**src/logic/fuzzy_pkg.sv**
```systemverilog
package fuzzy_pkg;

    // ==================================================
    // widths
    // ==================================================

    localparam int CRISP_W  = 8;   // unsigned crisp frequency input
    localparam int GRADE_W  = 8;   // membership grade as an unsigned fraction
    localparam int NUM_SETS = 11;  // neg_gigantic through pos_gigantic

    // ==================================================
    // vector types
    // ==================================================

    typedef logic [CRISP_W-1:0] crisp_t;  // raw crisp sample
    typedef logic [GRADE_W-1:0] grade_t;  // 0 is no membership, GRADE_MAX is full

    localparam grade_t GRADE_MAX = grade_t'((1 << GRADE_W) - 1);  // full membership, 255

    // fuzzy set ids, ordered so that set k has its centre at k times the spacing
    typedef enum logic [3:0] {
        NEG_GIGANTIC = 4'd0,   // centre 0
        NEG_HUGE     = 4'd1,
        NEG_BIG      = 4'd2,
        NEG_MEDIUM   = 4'd3,
        NEG_SMALL    = 4'd4,
        ZERO         = 4'd5,   // middle of the range
        POS_SMALL    = 4'd6,
        POS_MEDIUM   = 4'd7,
        POS_BIG      = 4'd8,
        POS_HUGE     = 4'd9,
        POS_GIGANTIC = 4'd10   // last centre, saturates above
    } fuzzy_set_e;

    // ==================================================
    // grade bundles
    // ==================================================

    // only two neighbouring sets are ever nonzero, so the producer sends just the pair
    typedef struct packed {
        fuzzy_set_e lower_id;     // set k, the centre at or below the input
        grade_t     lower_grade;  // falling grade of set k
        grade_t     upper_grade;  // rising grade of set k+1, 0 when k is the last set
    } fuzzy_pair_t;

    // one grade per set, element index equals the set id
    typedef grade_t [NUM_SETS-1:0] grade_vec_t;

    typedef struct packed {
        fuzzy_set_e winner_id;     // set with the largest grade, lowest id on ties
        grade_t     winner_grade;  // grade of that set
    } fuzzy_result_t;

endpackage

```
**src/logic/membership_eval.sv**
```systemverilog
`timescale 1ns/1ps

module membership_eval #(
    parameter int SPACING_LOG2 = 1  // set spacing is 2**SPACING_LOG2, valid 0 to 4
) (
    input  logic                   clk,
    input  logic                   rst_n,
    input  logic                   freq_valid,  // one-cycle strobe with freq
    input  fuzzy_pkg::crisp_t      freq,
    output logic                   pair_valid,  // one cycle after freq_valid
    output fuzzy_pkg::fuzzy_pair_t pair
);

    // ==================================================
    // segment split
    // ==================================================

    localparam int LAST_SEG = fuzzy_pkg::NUM_SETS - 1;  // index of the last centre
    localparam int RISE_W   = fuzzy_pkg::CRISP_W + fuzzy_pkg::GRADE_W;  // room for the shift
    localparam fuzzy_pkg::crisp_t REM_MASK =
        fuzzy_pkg::crisp_t'((1 << SPACING_LOG2) - 1);  // low bits inside one segment

    fuzzy_pkg::crisp_t      seg_idx;     // input divided by the spacing
    fuzzy_pkg::crisp_t      remainder;   // distance above centre seg_idx
    logic                   saturate;    // at or beyond the last centre
    logic [RISE_W-1:0]      rise_wide;   // remainder scaled up before truncation
    fuzzy_pkg::grade_t      rise_grade;  // grade of the upper set
    fuzzy_pkg::grade_t      fall_grade;  // grade of the lower set
    fuzzy_pkg::fuzzy_pair_t pair_next;   // pair for the current input

    always_comb begin
        seg_idx   = freq >> SPACING_LOG2;  // spacing is a power of two, so a shift divides
        remainder = freq & REM_MASK;       // and a mask keeps the remainder
        saturate  = (seg_idx >= fuzzy_pkg::crisp_t'(LAST_SEG));  // pos_gigantic region

        // remainder is below 2**SPACING_LOG2, so the product stays below 2**GRADE_W
        rise_wide  = {{fuzzy_pkg::GRADE_W{1'b0}}, remainder} << (fuzzy_pkg::GRADE_W - SPACING_LOG2);
        rise_grade = fuzzy_pkg::grade_t'(rise_wide);       // keep the low GRADE_W bits
        fall_grade = fuzzy_pkg::GRADE_MAX - rise_grade;   // complement, so the pair sums to max
    end

    // ==================================================
    // pair forming
    // ==================================================

    always_comb begin
        if (saturate) begin
            pair_next.lower_id    = fuzzy_pkg::POS_GIGANTIC;  // top set takes everything
            pair_next.lower_grade = fuzzy_pkg::GRADE_MAX;     // full membership
            pair_next.upper_grade = '0;                       // there is no set above it
        end else begin
            // seg_idx is below LAST_SEG here, so it fits the set id width
            pair_next.lower_id    =
                fuzzy_pkg::fuzzy_set_e'(seg_idx[$bits(fuzzy_pkg::fuzzy_set_e)-1:0]);
            pair_next.lower_grade = fall_grade;  // set k falls as the input moves away
            pair_next.upper_grade = rise_grade;  // set k+1 rises toward its centre
        end
    end

    // ==================================================
    // output register
    // ==================================================

    always_ff @(posedge clk) begin
        if (!rst_n) begin
            pair_valid <= 1'b0;        // nothing in flight after reset
        end else begin
            pair_valid <= freq_valid;  // strobe follows the data by one cycle
        end
    end

    always_ff @(posedge clk) begin
        if (freq_valid) begin
            pair <= pair_next;  // payload only moves with its strobe
        end
    end

endmodule

```
**src/logic/grade_vector_reg.sv**
```systemverilog
`timescale 1ns/1ps

module grade_vector_reg (
    input  logic                   clk,
    input  logic                   rst_n,
    input  logic                   pair_valid,  // one-cycle strobe with pair
    input  fuzzy_pkg::fuzzy_pair_t pair,
    output logic                   vec_valid,   // one cycle after pair_valid
    output fuzzy_pkg::grade_vec_t  grades       // held until the next vec_valid
);

    // ==================================================
    // slot decode
    // ==================================================

    logic [fuzzy_pkg::NUM_SETS-1:0] lower_hit;    // one-hot slot of set k
    logic [fuzzy_pkg::NUM_SETS-1:0] upper_hit;    // one-hot slot of set k+1
    fuzzy_pkg::grade_vec_t          grades_next;  // expanded vector

    always_comb begin
        lower_hit = {{(fuzzy_pkg::NUM_SETS-1){1'b0}}, 1'b1} << pair.lower_id;  // one-hot of k
        upper_hit = lower_hit << 1;  // pos_gigantic shifts out, so no slot above the top set
    end

    // ==================================================
    // vector expansion
    // ==================================================

    always_comb begin
        for (int i = 0; i < fuzzy_pkg::NUM_SETS; i++) begin
            if (lower_hit[i]) begin
                grades_next[i] = pair.lower_grade;  // falling side of the bracket
            end else if (upper_hit[i]) begin
                grades_next[i] = pair.upper_grade;  // rising side of the bracket
            end else begin
                grades_next[i] = '0;  // every set outside the bracket has no membership
            end
        end
    end

    // ==================================================
    // held vector
    // ==================================================

    always_ff @(posedge clk) begin
        if (!rst_n) begin
            vec_valid <= 1'b0;        // no item after reset
        end else begin
            vec_valid <= pair_valid;  // one-cycle stage delay
        end
    end

    // the whole vector is rewritten on each strobe
    // so stale grades from the last item never survive
    always_ff @(posedge clk) begin
        if (!rst_n) begin
            grades <= '0;  // outputs read all zero until the first item
        end else if (pair_valid) begin
            grades <= grades_next;  // load, then hold while the strobe is low
        end
    end

endmodule

```
**src/logic/winner_select.sv**
```systemverilog
`timescale 1ns/1ps

module winner_select (
    input  logic                     clk,
    input  logic                     rst_n,
    input  logic                     vec_valid,    // one-cycle strobe with grades
    input  fuzzy_pkg::grade_vec_t    grades,
    output logic                     fuzzy_valid,  // one cycle after vec_valid
    output fuzzy_pkg::fuzzy_result_t result        // held until the next fuzzy_valid
);

    // ==================================================
    // maximum scan
    // ==================================================

    fuzzy_pkg::fuzzy_set_e best_id;     // running winner
    fuzzy_pkg::grade_t     best_grade;  // grade of the running winner

    // scans upward from set 0 and replaces only on a strictly larger grade
    // so on a tie the lower set id keeps the win
    always_comb begin
        best_id    = fuzzy_pkg::NEG_GIGANTIC;  // start at the lowest set
        best_grade = grades[0];
        for (int i = 1; i < fuzzy_pkg::NUM_SETS; i++) begin
            if (grades[i] > best_grade) begin
                best_id    = fuzzy_pkg::fuzzy_set_e'(i);  // i is always a legal set id
                best_grade = grades[i];
            end
        end
    end

    // ==================================================
    // result register
    // ==================================================

    always_ff @(posedge clk) begin
        if (!rst_n) begin
            fuzzy_valid <= 1'b0;       // idle after reset
        end else begin
            fuzzy_valid <= vec_valid;  // last stage, third cycle after the input
        end
    end

    always_ff @(posedge clk) begin
        if (!rst_n) begin
            result <= '0;  // id neg_gigantic with grade 0 until the first item
        end else if (vec_valid) begin
            result.winner_id    <= best_id;     // set chosen for the rule base
            result.winner_grade <= best_grade;  // its membership
        end
    end

endmodule

```
**src/logic/fuzzifier_top.sv**
```systemverilog
`timescale 1ns/1ps

module fuzzifier_top #(
    parameter int SPACING_LOG2 = 1  // default spacing 2, centres at 0, 2, 4 and up to 20
) (
    input  logic                     clk,
    input  logic                     rst_n,
    input  logic                     freq_valid,   // one-cycle strobe, no back-pressure
    input  fuzzy_pkg::crisp_t        freq,
    output logic                     fuzzy_valid,  // three cycles after freq_valid
    output fuzzy_pkg::grade_vec_t    grades,       // full set of grades, held
    output fuzzy_pkg::fuzzy_result_t result        // winning set and grade, held
);

    // ==================================================
    // stage links
    // ==================================================

    logic                   pair_valid;  // stage 1 strobe
    fuzzy_pkg::fuzzy_pair_t pair;        // bracketing pair from stage 1
    logic                   vec_valid;   // stage 2 strobe

    // stage 1 finds the two sets around the input and their grades
    membership_eval #(
        .SPACING_LOG2 (SPACING_LOG2)
    ) u_membership_eval (
        .clk        (clk),
        .rst_n      (rst_n),
        .freq_valid (freq_valid),
        .freq       (freq),
        .pair_valid (pair_valid),
        .pair       (pair)
    );

    // stage 2 spreads the pair over all eleven slots and holds it
    grade_vector_reg u_grade_vector_reg (
        .clk        (clk),
        .rst_n      (rst_n),
        .pair_valid (pair_valid),
        .pair       (pair),
        .vec_valid  (vec_valid),
        .grades     (grades)
    );

    // stage 3 reads the held vector, which also drives the top-level grades port
    winner_select u_winner_select (
        .clk         (clk),
        .rst_n       (rst_n),
        .vec_valid   (vec_valid),
        .grades      (grades),
        .fuzzy_valid (fuzzy_valid),
        .result      (result)
    );

endmodule

```
**config.mk**
```make
export PLATFORM = sky130hd
export DESIGN_NAME = fuzzifier_top
export DESIGN_NICKNAME = d
export VERILOG_FILES = /design/src/logic/fuzzy_pkg.sv /design/src/logic/membership_eval.sv /design/src/logic/grade_vector_reg.sv /design/src/logic/winner_select.sv /design/src/logic/fuzzifier_top.sv
export SDC_FILE = /design/constraint.sdc
export NUM_CORES = 1
export LEC_CHECK = 0
export BUFFER_PORTS_ARGS = -buffer_cell sky130_fd_sc_hd__buf_2
export CAP_MARGIN = 25
export CORE_UTILIZATION = 40
export CTS_BUF_LIST = sky130_fd_sc_hd__clkbuf_2 sky130_fd_sc_hd__clkbuf_4 sky130_fd_sc_hd__clkbuf_8
export CTS_CLUSTER_SIZE = 40
export DETAILED_ROUTE_END_ITERATION = 6
export GPL_ROUTABILITY_DRIVEN = 0
export GPL_TIMING_DRIVEN = 0
export PLACE_DENSITY_LB_ADDON = 0.2
export SLEW_MARGIN = 10
export SYNTH_ARGS = -nofsm -noshare
export SYNTH_HDL_FRONTEND = slang
export SYNTH_SLANG_ARGS = --single-unit
```
**constraint.sdc**
```tcl
create_clock -name clk -period 16.8 [get_ports clk]
set_input_delay 2.52 -clock clk [delete_from_list [all_inputs] [get_ports clk]]
set_output_delay 2.52 -clock clk [all_outputs]
set_load 0.02 [all_outputs]
```
; ---- After elaboration in Yosys (flattened, before gate mapping)
; Cells that the tools add are included.
[word_totals]
register_bits = 123
latch_bits = 0
ram_bits = 0
mem_bits_ro = 0
inputBits = 11
output_inout_bits = 101
elab_cells = 74
n_memories = 0
[op_classes]
add_sub_neg = 1
mul = 0
n_div = 0
magnitude_cmp = 11
eq_ne = 0
shifts = 1
n_mux = 41
bitwise = 0
reduce_logical = 0
[ops]
columns = cell, count
row1 = two-way mux 8 bit, 31
row2 = > comparator 8 bit, 10
row3 = two-way mux 3 bit, 4
row4 = two-way mux 4 bit, 3
row5 = left shift 1 x 4 -> 11 bit (first input constant), 1
row6 = subtractor 8 bit (first input constant), 1
row7 = >= comparator 7 x 4 -> 1 bit (second input constant), 1
row8 = two-way mux 2 bit, 2
row9 = two-way mux 1 bit, 1

; ---- Longest topological paths before layout
; Gate-level depths: netlist of the first run.
[logic_depth]
ltp_word = 20
depth_mapped = 55
ltp_nobuf = 55

; ---- Cells and area by module
; A second synthesis of the first run with hierarchy kept.
[unflattened]
hier_cells = 899
area_unflattened_um2 = 7795.0
[by_module_without_submodules]
columns = module, instances, cells_per_inst, area_each_um2, seq_area_each_um2
row1 = winner_select, 1, 526, 4056.4, 260.2
row2 = grade_vector_reg, 1, 341, 3358.2, 1781.7
row3 = membership_eval, 1, 32, 380.4, 200.2

; ---- Worst setup path after synthesis of the first run
; No wires, ideal clock.
[synth_timing]
kind = reg-to-reg
start = register u_grade_vector_reg.grades[6] (netlist bit)
end = register u_winner_select.result[6] (netlist name)
setup_time_ns = 0.115
arrival_time_ns = 10.043
required_time_ns = 16.685
path_slack_ns = 6.642
stages_incl_launch_ff = 49
n_path_buf = 0
synth_period_minus_slack_ns = 10.158
cell_sequence = dfxtp_1 inv_1 ha_1 nor2b_1 o21a_1 or3_1 ha_1 nand2b_1 nand2_1 o31a_1 nor2_1 ha_1 nor2b_1 o21ai_0 nand2_1 and2_1 ha_1 inv_1 [... 13 more ...] o22ai_1 nand4_1 nor4b_2 nor3_1 ha_1 inv_1 o22a_1 o41ai_2 inv_1 ha_1 nor2b_1 o22ai_1 mux2_2 ha_1 a21o_1 o2111ai_1 nor4_1 o21a_1
[synth_between]
elab_chain_cells = 20
[synth_rtl]
columns = element, line_no
row1 = "start, declared", grade_vector_reg.sv:9  ; output fuzzy_pkg::grade_vec_t grades
row2 = "start signal, assigned", grade_vector_reg.sv:59  ; grades <= grades_next;
row3 = > comparator 8 bit, winner_select.sv:25  ; if (grades[i] > best_grade) begin
row4 = two-way mux 8 bit *, winner_select.sv:25
row5 = > comparator 8 bit, winner_select.sv:25
row6 = two-way mux 8 bit *, winner_select.sv:25
row7 = > comparator 8 bit, winner_select.sv:25
row8 = two-way mux 8 bit *, winner_select.sv:25
row9 = > comparator 8 bit, winner_select.sv:25
row10 = two-way mux 8 bit *, winner_select.sv:25
row11 = [... 4 more ...], -
row12 = > comparator 8 bit, winner_select.sv:25
row13 = two-way mux 8 bit *, winner_select.sv:25
row14 = > comparator 8 bit, winner_select.sv:25
row15 = two-way mux 8 bit *, winner_select.sv:25
row16 = > comparator 8 bit, winner_select.sv:25
row17 = two-way mux 8 bit *, winner_select.sv:25
row18 = > comparator 8 bit, winner_select.sv:25
row19 = two-way mux 8 bit *, winner_select.sv:25
; Every way passes the cells marked *; elsewhere a longest branch is shown, timed or not.
; A chain may end at the register's enable or synchronous reset.

; ---- Worst setup path in the final report of the first run
[layout_timing]
start = register u_grade_vector_reg.grades[6] (netlist bit)
end = register u_winner_select.result[6] (netlist name)
[layout_between]
elab_chain_cells = 20
[layout_rtl]
columns = element, line_no
row1 = > comparator 8 bit, winner_select.sv:25
row2 = two-way mux 8 bit *, winner_select.sv:25
row3 = > comparator 8 bit, winner_select.sv:25
row4 = two-way mux 8 bit *, winner_select.sv:25
row5 = > comparator 8 bit, winner_select.sv:25
row6 = two-way mux 8 bit *, winner_select.sv:25
row7 = > comparator 8 bit, winner_select.sv:25
row8 = two-way mux 8 bit *, winner_select.sv:25
row9 = [... 4 more ...], -
row10 = > comparator 8 bit, winner_select.sv:25
row11 = two-way mux 8 bit *, winner_select.sv:25
row12 = > comparator 8 bit, winner_select.sv:25
row13 = two-way mux 8 bit *, winner_select.sv:25
row14 = > comparator 8 bit, winner_select.sv:25
row15 = two-way mux 8 bit *, winner_select.sv:25
row16 = > comparator 8 bit, winner_select.sv:25
row17 = two-way mux 8 bit *, winner_select.sv:25
; Marks and branches as above.

==> flow_results.org, run 1 <==
** Status
- The run finished with clean final reports.

** Timing
- After layout, the minimum clock period comes to 12.07 ns.
- The count of final max-slew check failures came to 0.
- Unrepaired setup endpoints after global routing :: false
- In this run the tightest slew margin relative to its limit is 0.382.
- Setup violations remaining at the end of the flow were counted as 0.
- Derived from the worst setup path, the maximum achievable clock frequency is 82.9 MHz.
- Final hold violation count :: 0
- Of the available clock period, the critical path in the final layout requires 0.718.
- Transition time of the tightest slew-check pin :: just over 0.9 ns
- Largest clock skew in the final design :: 0.00306 ns
- Total Neg Setup Slack :: 0 ns

** CTS
- Clock tree from TritonCTS :: built
- Clock tree synthesis inserted a total of 5 buffers.
- After clock tree synthesis, the setup repair step added 0 buffers.
- The cell sitting at the root of the clock tree is a sky130_fd_sc_hd__clkbuf_8.
- # resized after CTS :: 0
- Clock tree synthesis found a total of 37 sinks.
- Number of buffers added to fix hold violations after cts :: 0
- Maximum count of clock buffers along a single path :: 2
- After clock tree synthesis, the clock-pin slew on the worst setup and hold paths is 0.07 ns.
- Clock latency on the worst-skew pair, taken at its later pin, is 0.29 ns.
- The H-tree was split into 2 levels.

** Setup path
- Among cell families on the critical path, the largest total delay comes from compound AO/OA/AOI/OAI gates.
- Crit path buffers/inverters :: 6
- In this design, the stage delay of the slowest critical-path cell is 0.71 ns.
- Startpoint types :: flop
- Kind of end point of the critical path :: flop
- Classification of the worst setup path :: flop to flop
- STA puts the critical path data required time at 17.04 ns.
- For this design, the slowest cell found on the critical path is sky130_fd_sc_hd__o21ai_0.
- Crit path arrival time :: 12.30 ns
- In this design, the critical path's most frequently occurring cell is sky130_fd_sc_hd__ha_1.
- Of all nets on the critical path, the largest fanout is 11.

** Finish
- Diode count :: 0
- At the end of the flow the core is filled with cells to 0.512.
- Layout net count :: roughly 550
- Of the cells placed in the final design, the portion with a size suffix greater than 1 is 0.397.
- Footprint of the flip-flops and latches :: 801 um2
- Compared with the post-synthesis result, the final layout area differs by 24.1%.
- Fill cells in the final layout number 773.
- Multi-input logic area :: 1640 um2

** Job
- The tool flagged a number of max-cap violations equal to 0.

** Placement
- Number of buffers inserted by port buffering :: 110
- The HPWL after detailed placement is about 5600 um.

** Synthesis
- The share of synthesized area in the top cell type comes to 0.196.
- The synthesized netlist contains 48 unique library cells.
- Count of synthesis-stage warnings from yosys :: 0
- Synthesis produced a netlist with a net count of about 430.
- In the synthesized netlist the dominant register cell turns out to be sky130_fd_sc_hd__dfxtp_1.
- Top area cells in the synthesized netlist :: sky130_fd_sc_hd__dfxtp_1 (20%), sky130_fd_sc_hd__buf_4 (17%), sky130_fd_sc_hd__ha_1 (15%)
- Proportion of synthesized chip area in sequential cells :: 0.253
- The biggest area contributor in the post-synthesis netlist is sky130_fd_sc_hd__dfxtp_1.
- Synthesis handed over a netlist of 381 instances.
- Post-synthesis cell area :: ~3200 um2
- Number of enable-type register cells in the synthesized netlist :: 6
- Each instance of the synthesized netlist takes up on average around 8.3 um2.
- Of all flip-flops after synthesis, the portion carrying an async set or reset was 0.
- Count of state elements after synthesis :: 37

** Routing
- Number of nets still failing antenna checks after routing :: 0
- For this block, the routed nets add up to 7070 um of wire.
- First DRT Iteration DRCs :: 94
- The detailed router placed 2779 vias in this run.
- The first detailed-routing pass ran for 4 iterations.
- Residual DRC count :: 0
- Dividing the detail-routed wire length by the instance count gives 11.8 um.
- After detailed routing, the number of vias per cell comes to 4.62.

** Pwr
- Psw :: 52.4 uW
- Lkg Pwr :: 0.00215 uW
- IR analysis of the VDD net gives a maximum drop of 0.0317 mV.
- Of the total power, combinational logic draws 0.167.
- Internal power consumption :: 136 uW
- The share of total power dissipated in the clock network is 0.328.
- Of the total power, the share spent switching nets is 0.279.
- Total power density per cell area :: 47.8 nW/um2
- Share of total power in sequential cells :: 0.505

** GRT
- Overall overflow remaining after global route :: 0
- The initial antenna violation count came to 0.
- The first global-routing pass estimated 11700 um of wire.
- The via count of the first global-routing pass is 2445.
- Overall Global Routing Usage :: 0.173
- Entering global routing, the biggest net connects 13 pins.

** Floorplanning
- Number of I/O pins :: ~110
- From left edge to right edge, the die measures 91.0 um.
- The initialized floorplan defines 32 standard-cell rows.
- For this configuration, the core starts out at a cell density of 0.412.
- Die span in y :: between 90 and 100 um
- Die Area :: 8290 um2
- After floorplanning, the core was sized to cover 7690 um2.

** Worst hold path
- In this run the worst hold path is classified as flop to flop.
-- through the flow --
step	hold WS [ns]	total power (uW)	instances	instance area, um2	worst slack, ns
final	0.465	188	601	3940	4.73
after global routing	0.507	198	601	3940	3.78
after CTS	0.470	190	601	3940	4.62
after detailed placement	0.459	128	593	3850	4.70
after global placement	0.455	128	593	3850	4.90
after floorplan	0.544	119	381	3170	6.64
-- registers in the layout, summed over array words and instances, names as in the netlist --
| name | count |
|---|---|
| u_grade_vector_reg.grades | 22 |
| u_membership_eval.pair_valid | 1 |
| u_grade_vector_reg.vec_valid | 1 |
| u_winner_select.fuzzy_valid | 1 |
| u_winner_select.result | 6 |
| u_membership_eval.pair | 6 |
-- Yosys cell counts (all sizes together), types with 2 or more instances --
cell type / count
edfxtp: 6
o22ai: 7
nor4b: 3
nor3: 3
nand3: 16
a211oi: 2
nand2b: 21
o21ai: 12
nand2: 10
ha: 39
inv: 38
a2bb2oi: 4
clkbuf: 11
nand4b: 2
o211a: 2
nor2: 17
mux2i: 5
mux2: 5
nor4: 3
and2: 7
nor2b: 15
a21o: 2
and3: 2
buf: 74
o22a: 2
nand4: 7
o21a: 3
dfxtp: 31
o31a: 2
o211ai: 2
a21oi: 17
-- placed cells by master, fill, tap and decap left out, types with 6 or more instances in the layout --
cell type | netlist | final
sky130_fd_sc_hd__a21oi_1 | 17 | 17
sky130_fd_sc_hd__nand4_1 | 7 | 7
sky130_fd_sc_hd__nor2b_1 | 15 | 15
sky130_fd_sc_hd__edfxtp_1 | 6 | 6
sky130_fd_sc_hd__nand3_1 | 16 | 16
sky130_fd_sc_hd__inv_1 | 38 | 38
sky130_fd_sc_hd__buf_2 | 0 | 110
sky130_fd_sc_hd__o21ai_0 | 10 | 10
sky130_fd_sc_hd__ha_1 | 39 | 39
sky130_fd_sc_hd__dfxtp_1 | 31 | 31
sky130_fd_sc_hd__o22ai_1 | 6 | 6
sky130_fd_sc_hd__nor2_1 | 17 | 17
sky130_fd_sc_hd__clkbuf_1 | 11 | 11
sky130_fd_sc_hd__nand2_1 | 10 | 10
sky130_fd_sc_hd__buf_4 | 72 | 72
sky130_fd_sc_hd__nand2b_1 | 21 | 21
sky130_fd_sc_hd__and2_1 | 7 | 7
-- tightest hold or removal path: cells and delay by family (launching register included) --
kind | cells | cell delay [ns]
flops | 1 | 0.31
compound gates | 1 | 0.05
simple gates | 1 | 0.06
-- cells by family (layout without fill, tap and decap cells) --
family	count (synthesis)	after routing	synth area share
buf+inv	123	241	0.231
simple gates	110	110	0.195
compound gates	62	62	0.133
fa+ha+maj	39	39	0.154
flops	37	37	0.253
mux	10	10	0.0347
-- power groups by stage --
stage                     registers [uW]  logic (uW)  clock network [uW]
after floorplan                     97.8        21.2                   0
after global placement              97.0        30.7                   0
after detailed placement            97.1        31.3                   0
after CTS                           95.0        31.5                63.7
after global routing                95.5        34.7                68.2
final                               95.0        31.4                61.7
-- path summary, 6_finish.rpt --
kind                                              startpoint                         end  slack (ns)  depth (start not counted)
worst max-delay path            u_grade_vector_reg.grades[6]   u_winner_select.result[6]        4.73                         48
worst max register to register  u_grade_vector_reg.grades[6]   u_winner_select.result[6]        4.73                         48
worst min register to register    u_winner_select.result[10]  u_winner_select.result[10]        0.47                          2
worst min-delay path              u_winner_select.result[10]  u_winner_select.result[10]        0.47                          2
-- layer usage --
metal	vias up	share of wire	GRT usage
met4	0	0.020	0.0661
li1	1443	-	-
met1	1230	0.46	0.220
met2	91	0.47	0.286
met5	-	0	0
met3	15	0.055	0.0352
-- final cells by class --
type / instances / share of cell area
repair buffers: 110 / 0.140
inverters: 38 / 0.0362
plain buffers: 85 / 0.150
clock buffers: 6 / 0.0194
multi-input cells: 221 / 0.416
clock inverters: 2 / 0.00254
well taps: 102 / 0.0324
flip-flops and latches: 37 / 0.203
No activity file was read; power rests on OpenSTA's default activity.
==> run 2, diff against run 1 <==
==> constraint.sdc (replaced) <==
create_clock -name clk -period 12.4 [get_ports clk]
set_input_delay 1.86 -clock clk [delete_from_list [all_inputs] [get_ports clk]]
set_output_delay 1.86 -clock clk [all_outputs]
set_load 0.02 [all_outputs]
==> run 2 against run 1 <==
Effect of this change: fmax grew 6.2%; flip-flop and latch count is the same; non-clock buffer count is the same; design area grew 0.25%; final cell count is the same; worst setup slack lost 3.7 ns; die area is the same; critical path type unchanged; critical endpoint unchanged; largest cell class unchanged; highest routed layer unchanged.
==> flow_results.org, run 2 (same netlist as run 1, synthesis figures left out) <==
** Status
- Result of the run :: complete, no violations

** Floorplanning
- The die outline width is 91.0 um (unchanged).
- Effective utilization at floorplan :: 0.412 (unchanged)
- FP Rows :: 32 (unchanged)
- The number of placed I/O pins was 112 (unchanged).
- The height of the die is 91.0 um (unchanged).
- The core footprint is 7690 um2 (unchanged).
- Die Area :: 8290 um2 (unchanged)

** GRT
- Number of global-route vias before repair :: 2445 (unchanged)
- Global-route wire length before repair :: 11700 um (unchanged)
- Largest net degree at the start of global routing :: 13 (unchanged)
- The initial antenna violation count is 0 (unchanged).
- The remaining global-route overflow was 0 (unchanged).
- The overall routing resource usage was 0.173 (unchanged).

** Finish
- Leaving out fill and tap cells, the most frequent cells in the layout are sky130_fd_sc_hd__buf_2 (110), sky130_fd_sc_hd__buf_4 (72), sky130_fd_sc_hd__ha_1 (39), sky130_fd_sc_hd__inv_1 (38), sky130_fd_sc_hd__dfxtp_1 (31).
- The largest registers in the layout are u_grade_vector_reg.grades: 22 flops, u_membership_eval.pair: 6 flops, u_winner_select.result: 6 flops.
- Area growth syn-to-layout :: 24.4%
- The combined area of the multi-input logic cells came to 1650 um2 (+0.61%).
- The number of diodes was 0 (unchanged).
- Top register by number of flip-flops :: u_grade_vector_reg.grades
- The final net count came to 548 (unchanged).
- The number of fillers in the final layout was 771 (-0.26%).
- Most common library cell in the layout ignoring fill and taps :: sky130_fd_sc_hd__buf_2
- The number of cells in the finished layout apart from fillers is 601 (unchanged).
- The number of flip-flops in the largest register was 22 (unchanged).
- Fraction of final layout cells sized beyond drive strength 1 :: 0.401 (+0.00401)
- Footprint of the flip-flops and latches :: 801 um2 (unchanged)

** Pwr
- The maximum resistive drop on vdd came to 0.0429 mV (+35%).
- The reported leakage power was 0.00216 uW (+0.60%).
- The power density over cell area is 64.7 nW/um2 (+35%).

** Timing
- The worst slew slack as a fraction of its limit was 0.637 (+0.255).
- The count of final max-slew check failures was 0 (unchanged).
- Unrepaired setup endpoints after global routing :: false
- The highest attainable clock frequency came to 88.0 MHz (+6.2%).
- Period Utilization, post-route :: 0.916 (+0.198)
- The final critical-path required period is 11.36 ns (-0.704 ns).
- Largest clock skew in the final design :: 0.00454 ns (+0.00147 ns)
- Post-layout worst setup margin :: 1.04 ns (-3.70 ns)
- Final hold violation count :: 0 (unchanged)
- Total Neg Setup Slack :: 0 ns (unchanged)
- Count of final setup violators :: 0 (unchanged)
- The slew at the pin with the worst max-slew slack came to 0.539 ns (-0.378 ns).
- The tightest hold margin is 0.465 ns (-0.0000220 ns).

** Setup path
- By instance count, the cell type seen most on the critical path is sky130_fd_sc_hd__ha_1.
- Among cell families on the critical path, the largest total delay comes from compound AO/OA/AOI/OAI gates.
- On the critical path, the stage with the largest delay is an instance of sky130_fd_sc_hd__dfxtp_1.
- Critical Path Fanout Max :: 11 (unchanged)
- The worst setup path is of the flop to flop kind.
- The required arrival time at the worst endpoint was 12.64 ns (-4.40 ns).
- Crit path buffers/inverters :: 6 (unchanged)
- Kind of end point of the critical path :: flop
- The critical path's largest stage delay was 0.53 ns (-0.18 ns).
- The critical path arrival is 11.60 ns (-0.70 ns).
- Startpoint types :: flop

** Routing
- The number of vias per cell after detailed routing came to 4.63 (+0.22%).
- Residual DRC count :: 0 (unchanged)
- Average wire per standard cell :: 11.8 um (+0.25%)
- The number of design-rule violations left by the first detailed-router iteration came to 90 (-4.3%).
- Number of optimization iterations in the first detailed-route pass :: 4 (unchanged)
- Number of nets still failing antenna checks after routing :: 0 (unchanged)
- Final wirelength :: 7080 um (+0.25%)
- The total number of vias was 2785 (+0.22%).

** CTS
- Number of buffers added to fix hold violations after cts :: 0 (unchanged)
- Post-CTS clock slew at the launch and capture registers of the worst setup and hold paths :: 0.07 ns (about the same)
- # resized after CTS :: 0 (unchanged)
- The number of setup buffers added after CTS is 0 (unchanged).
- H-Tree Level Count :: 2 (unchanged)
- Maximum count of clock buffers along a single path :: 2 (unchanged)
- TritonCTS built the clock tree.
- The latest clock arrival within the worst-skew pair was 0.29 ns (about the same).
- Total number of clock tree sinks :: 37 (unchanged)
- The number of clock buffers inserted by TritonCTS is 5 (unchanged).
- In this run the clock root is driven by a sky130_fd_sc_hd__clkbuf_8.

** Job
- Total of max-cap violations :: 0 (unchanged)

** Placement
- DP Cell Count :: 593 (unchanged)
- The placed wire-length estimate is 5600 um (unchanged).
- Post-placement worst setup slack :: 0.297 ns (-4.40 ns)
- The count of buffers inserted at the top-level ports was 110 (unchanged).

** Worst hold path
- Path type of the worst min-delay path :: flop to flop
-- run 2: cell count changes in the layout (fill, tap and decap cells not counted) --
cell,previous run,this run
sky130_fd_sc_hd__o21ai_0,10,9
sky130_fd_sc_hd__o22ai_2,1,2
sky130_fd_sc_hd__o22ai_1,6,5
sky130_fd_sc_hd__o21ai_2,0,1
-- run 2: cell type report --
cell class | count | area share
Sequential cell | 37 | 0.203
Clock buffer | 6 | 0.0193
Timing Repair Buffer | 110 | 0.140
Clock inverter | 2 | 0.00254
Multi-Input combinational cell | 221 | 0.418
Buffer | 85 | 0.149
Tap cell | 102 | 0.0324
Inverter | 38 | 0.0362
-- run 2: report_power, final --
part | switching, uW | leakage [uW] | internal (uW) | total, uW
Clock | 42.6 | 0.0000484 | 41.1 | 83.7
Combinational | 25.1 | 0.00180 | 17.6 | 42.8
Sequential | 3.70 | 0.000310 | 125 | 129
-- run 2: final timing paths --
check / slack, ns / depth (start not counted) / start / end
max: 1.04 / 48 / u_grade_vector_reg.grades[6] / u_winner_select.result[6]
min: 0.47 / 2 / u_winner_select.result[10] / u_winner_select.result[10]
max reg2reg: 1.04 / 48 / u_grade_vector_reg.grades[6] / u_winner_select.result[6]
min reg2reg: 0.47 / 2 / u_winner_select.result[10] / u_winner_select.result[10]
-- run 2: layer usage --
| layer | share of wire | vias to the layer above | track usage |
|---|---|---|---|
| met3 | 0.057 | 15 | 0.0352 |
| met1 | 0.45 | 1235 | 0.220 |
| li1 | - | 1443 | - |
| met4 | 0.020 | 0 | 0.0661 |
| met2 | 0.47 | 92 | 0.286 |
| met5 | 0 | - | 0 |
-- run 2: worst min-delay path: stages, from the launching register on --
cell	delay (ns)
sky130_fd_sc_hd__dfxtp_1	0.31
sky130_fd_sc_hd__nand2b_1	0.06
sky130_fd_sc_hd__a21oi_1	0.05
-- run 2: stage by stage --
| stage | power [uW] | util | area (um2) |
|---|---|---|---|
| 3_3_place_gp | 173 | 0.501 | 3850 |
| 4_1_cts | 258 | 0.512 | 3940 |
| 2_1_floorplan | 161 | - | 3170 |
| 3_5_place_dp | 174 | 0.501 | 3850 |
| 6_report | 255 | 0.513 | 3950 |
| 5_1_grt | 269 | 0.513 | 3950 |
==> run 3, diff against run 2 <==
--- a/config.mk
+++ b/config.mk
@@ -11,7 +11,6 @@
 export CTS_BUF_LIST = sky130_fd_sc_hd__clkbuf_2 sky130_fd_sc_hd__clkbuf_4 sky130_fd_sc_hd__clkbuf_8
 export CTS_CLUSTER_SIZE = 40
 export DETAILED_ROUTE_END_ITERATION = 6
-export GPL_ROUTABILITY_DRIVEN = 0
 export GPL_TIMING_DRIVEN = 0
 export PLACE_DENSITY_LB_ADDON = 0.2
 export SLEW_MARGIN = 10
==> constraint.sdc (replaced) <==
create_clock -name clk -period 14.05 [get_ports clk]
set_input_delay 2.1075 -clock clk [delete_from_list [all_inputs] [get_ports clk]]
set_output_delay 2.1075 -clock clk [all_outputs]
set_load 0.02 [all_outputs]
==> run 3 against run 2 <==
Effect of this change: flip-flop and latch count stayed put; combinational power is 13% lower; sequential power decreased by 12%; final cell count is the same; power is 9.3% lower; clock power shrank 3.9%; die area unchanged; highest routed layer unchanged.
==> flow_results.org, run 3 (same netlist as run 1, synthesis figures left out) <==
** Routing
- Number of nets still failing antenna checks after routing :: 0 (unchanged)
- The number of design-rule violations left by the first detailed-router iteration is 94 (+4.4%).
- Average wire per standard cell :: 11.7 um (-0.93%)
- Residual DRC count :: 0 (unchanged)
- Final wirelength :: 7020 um (-0.93%)
- Vias per std cell :: 4.63 (unchanged)
- The total number of vias is 2785 (unchanged).
- The number of iterations in the first detailed-routing pass is 4 (unchanged).

** Finish
- The number of cells in the finished layout apart from fillers came to 601 (unchanged).
- In the layout the commonest cells are sky130_fd_sc_hd__buf_2 (110), sky130_fd_sc_hd__buf_4 (72), sky130_fd_sc_hd__ha_1 (39), sky130_fd_sc_hd__inv_1 (38), sky130_fd_sc_hd__dfxtp_1 (31).
- Diode count :: 0 (unchanged)
- Fraction of final layout cells sized beyond drive strength 1 :: 0.397 (-0.00401)
- The number of fillers in the final layout was 748 (-3.0%).
- Top register by number of flip-flops :: u_grade_vector_reg.grades
- Flip-flop count of the largest register, all copies and words added :: 22 (unchanged)
- The area of all sequential standard cells came to 801 um2 (unchanged).
- Multi-input logic area :: 1640 um2 (-0.61%)
- Top flop regs :: u_grade_vector_reg.grades: 22 flops, u_membership_eval.pair: 6 flops, u_winner_select.result: 6 flops
- The growth of design area from synthesis to finish was 24.5% (about the same).
- The library cell used most frequently in the layout, excluding fill and tap cells, is sky130_fd_sc_hd__buf_2.
- Layout net count :: 548 (unchanged)

** CTS
- Clock tree synthesis selected as its root buffer the cell sky130_fd_sc_hd__clkbuf_8.
- The latest clock arrival within the worst-skew pair came to 0.29 ns (about the same).
- Buffers inserted by post-CTS timing repair :: 0 (unchanged)
- Post-CTS clock slew at the launch and capture registers of the worst setup and hold paths :: 0.07 ns (about the same)
- Clock buffers created by TritonCTS :: 5 (unchanged)
- TritonCTS built the clock tree.
- Total number of clock tree sinks :: 37 (unchanged)
- The number of buffers on the longest clock path was 2 (unchanged).
- The hold-fix buffer count after cts is 0 (unchanged).
- The maximum level of the CTS H-tree is 2 (unchanged).
- The post-cts sizing count came to 0 (unchanged).

** Job
- Total of max-cap violations :: 0 (unchanged)

** Setup path
- In this run the critical register-to-register path is launched from u_grade_vector_reg.grades[6].
- Cell with the most instances on the worst path :: sky130_fd_sc_hd__ha_1
- On the critical path, the stage with the largest delay is an instance of sky130_fd_sc_hd__o21ai_0.
- R2r worst-path depth :: 49 (+2.1%)
- Kind of end point of the critical path :: flop
- The flop-to-flop setup slack is 1.99 ns (+0.96 ns).
- Stage delay of the slowest cell on the critical path :: 0.73 ns (+0.20 ns)
- Crit path arrival time :: 12.29 ns (+0.69 ns)
- Capturing point of the worst reg2reg path :: u_winner_select.result[6]
- Critical Path Fanout Max :: 11 (unchanged)
- Startpoint types :: flop
- The required arrival time at the worst endpoint came to 14.28 ns (+1.64 ns).
- The critical path is of the flop to flop type.

** Placement
- Number of buffers inserted by port buffering :: 110 (unchanged)
- Placer congestion estimate :: 0.893
- The number of placed instances, taps included came to 593 (unchanged).
- Detail Placement HPWL :: 5520 um (-1.3%)

** Timing
- Total Neg Setup Slack :: 0 ns (unchanged)
- Final hold violation count :: 0 (unchanged)
- Setup repair after global routing left no endpoint under its margin.
- Time the final worst path needs with I/O delays and setup :: 12.06 ns (+0.694 ns)
- The total of endpoints with negative setup slack in the final report came to 0 (unchanged).
- Max Freq :: 82.9 MHz (-5.8%)
- The tightest hold margin was 0.465 ns (-0.000763 ns).
- Slew Limit Fails :: 0 (unchanged)
- Transition time of the tightest slew-check pin :: 0.938 ns (+0.400 ns)
- Largest clock skew in the final design :: 0.00828 ns (+0.00374 ns)
- The final period utilization came to 0.858 (-0.0582).
- The worst slew slack as a fraction of its limit came to 0.368 (-0.269).

** GRT
- Overall Global Routing Usage :: 0.170 (-0.00236)
- Overall overflow remaining after global route :: 0 (unchanged)
- The via count of the first global-routing pass came to 2363 (-3.4%).
- Antenna violations before repair :: 0 (unchanged)
- The first-pass GRT wire length came to 11500 um (-1.4%).
- Largest net degree at the start of global routing :: 13 (unchanged)

** Floorplanning
- Die X-Extent :: 91.0 um (unchanged)
- Die span in y :: 91.0 um (unchanged)
- Effective utilization at floorplan :: 0.412 (unchanged)
- Std-Cell Core Area :: 7690 um2 (unchanged)
- FP Rows :: 32 (unchanged)
- Die Area :: 8290 um2 (unchanged)
- The number of placed I/O pins came to 112 (unchanged).

** Worst hold path
- Launch instance of the worst min-delay path :: u_winner_select.result[10]
- The worst hold path belongs to the class flop to flop.
- Endpoint of the worst hold-timing path :: u_winner_select.result[10]
- The number of cells traversed by the worst hold path came to 2 (unchanged).

** Pwr
- The total power after layout came to 231 uW (-9.3%).
- Lkg Pwr :: 0.00215 uW (-0.41%)
- Highest ir drop seen on vdd :: 0.0405 mV (-5.7%)
- The power density over cell area is 58.7 nW/um2 (-9.3%).

** Status
- The flow ran to the end, and the final reports show no timing, DRC or antenna violations.
[run 3: cell types whose count changed in the layout (fill, tap and decap cells not counted)]
cell,previous run,this run
sky130_fd_sc_hd__clkbuf_4,1,2
sky130_fd_sc_hd__o22ai_2,2,1
sky130_fd_sc_hd__o21ai_0,9,10
sky130_fd_sc_hd__o22ai_1,5,6
sky130_fd_sc_hd__clkbuf_8,5,6
sky130_fd_sc_hd__o21ai_2,1,0
sky130_fd_sc_hd__clkinv_2,2,0
[run 3: how the worst max path moves through the flow]
stage	start	end	slack [ns]
2_1_floorplan	u_grade_vector_reg.grades[6]	u_winner_select.result[6]	3.89
3_3_place_gp	u_grade_vector_reg.grades[6]	u_winner_select.result[6]	2.14
3_5_place_dp	u_grade_vector_reg.grades[6]	u_winner_select.result[6]	2.05
4_1_cts	u_grade_vector_reg.grades[6]	u_winner_select.result[6]	1.98
5_1_grt	u_grade_vector_reg.grades[6]	u_winner_select.result[6]	1.08
6_report	u_grade_vector_reg.grades[6]	u_winner_select.result[6]	1.99
[run 3: cell type report]
cell class | instances | share of cell area
clock buffer | 8 | 0.0247
timing repair buffer | 110 | 0.140
tap | 102 | 0.0323
inverter | 38 | 0.0361
buffer | 85 | 0.149
sequential | 37 | 0.203
multi-input combinational | 221 | 0.415
[run 3: per-stage QoR]
step | setup WS [ns] | cell area (um2) | utilization
after global placement | 2.14 | 3850 | 0.501
after floorplan | 3.89 | 3170 | -
after global routing | 1.08 | 3950 | 0.513
after CTS | 1.98 | 3950 | 0.513
final | 1.99 | 3950 | 0.513
after detailed placement | 2.05 | 3850 | 0.501
[run 3: where the power goes]
group	internal, uW	switching [uW]
Combinational	15.5	21.9
Sequential	110	3.28
Clock	43.9	36.5
[run 3: layer usage]
metal  wire, um  vias up  GRT usage
met5          0        -          0
met4         40        0     0.0317
met3        368        6     0.0285
met2       3380       85      0.297
met1       3230     1253      0.222
li1           -     1441          -
[run 3: critical path: cells and delay by family, from the launching register on]
| family | cells | cell delay [ns] |
|---|---|---|
| adder cells (fa/ha/maj) | 10 | 2.52 |
| multiplexers | 4 | 1.47 |
| buffers and inverters | 7 | 0.42 |
| flip-flops | 1 | 0.53 |
| AO/OA/AOI/OAI | 14 | 4.40 |
| AND/OR/NAND/NOR | 14 | 2.64 |
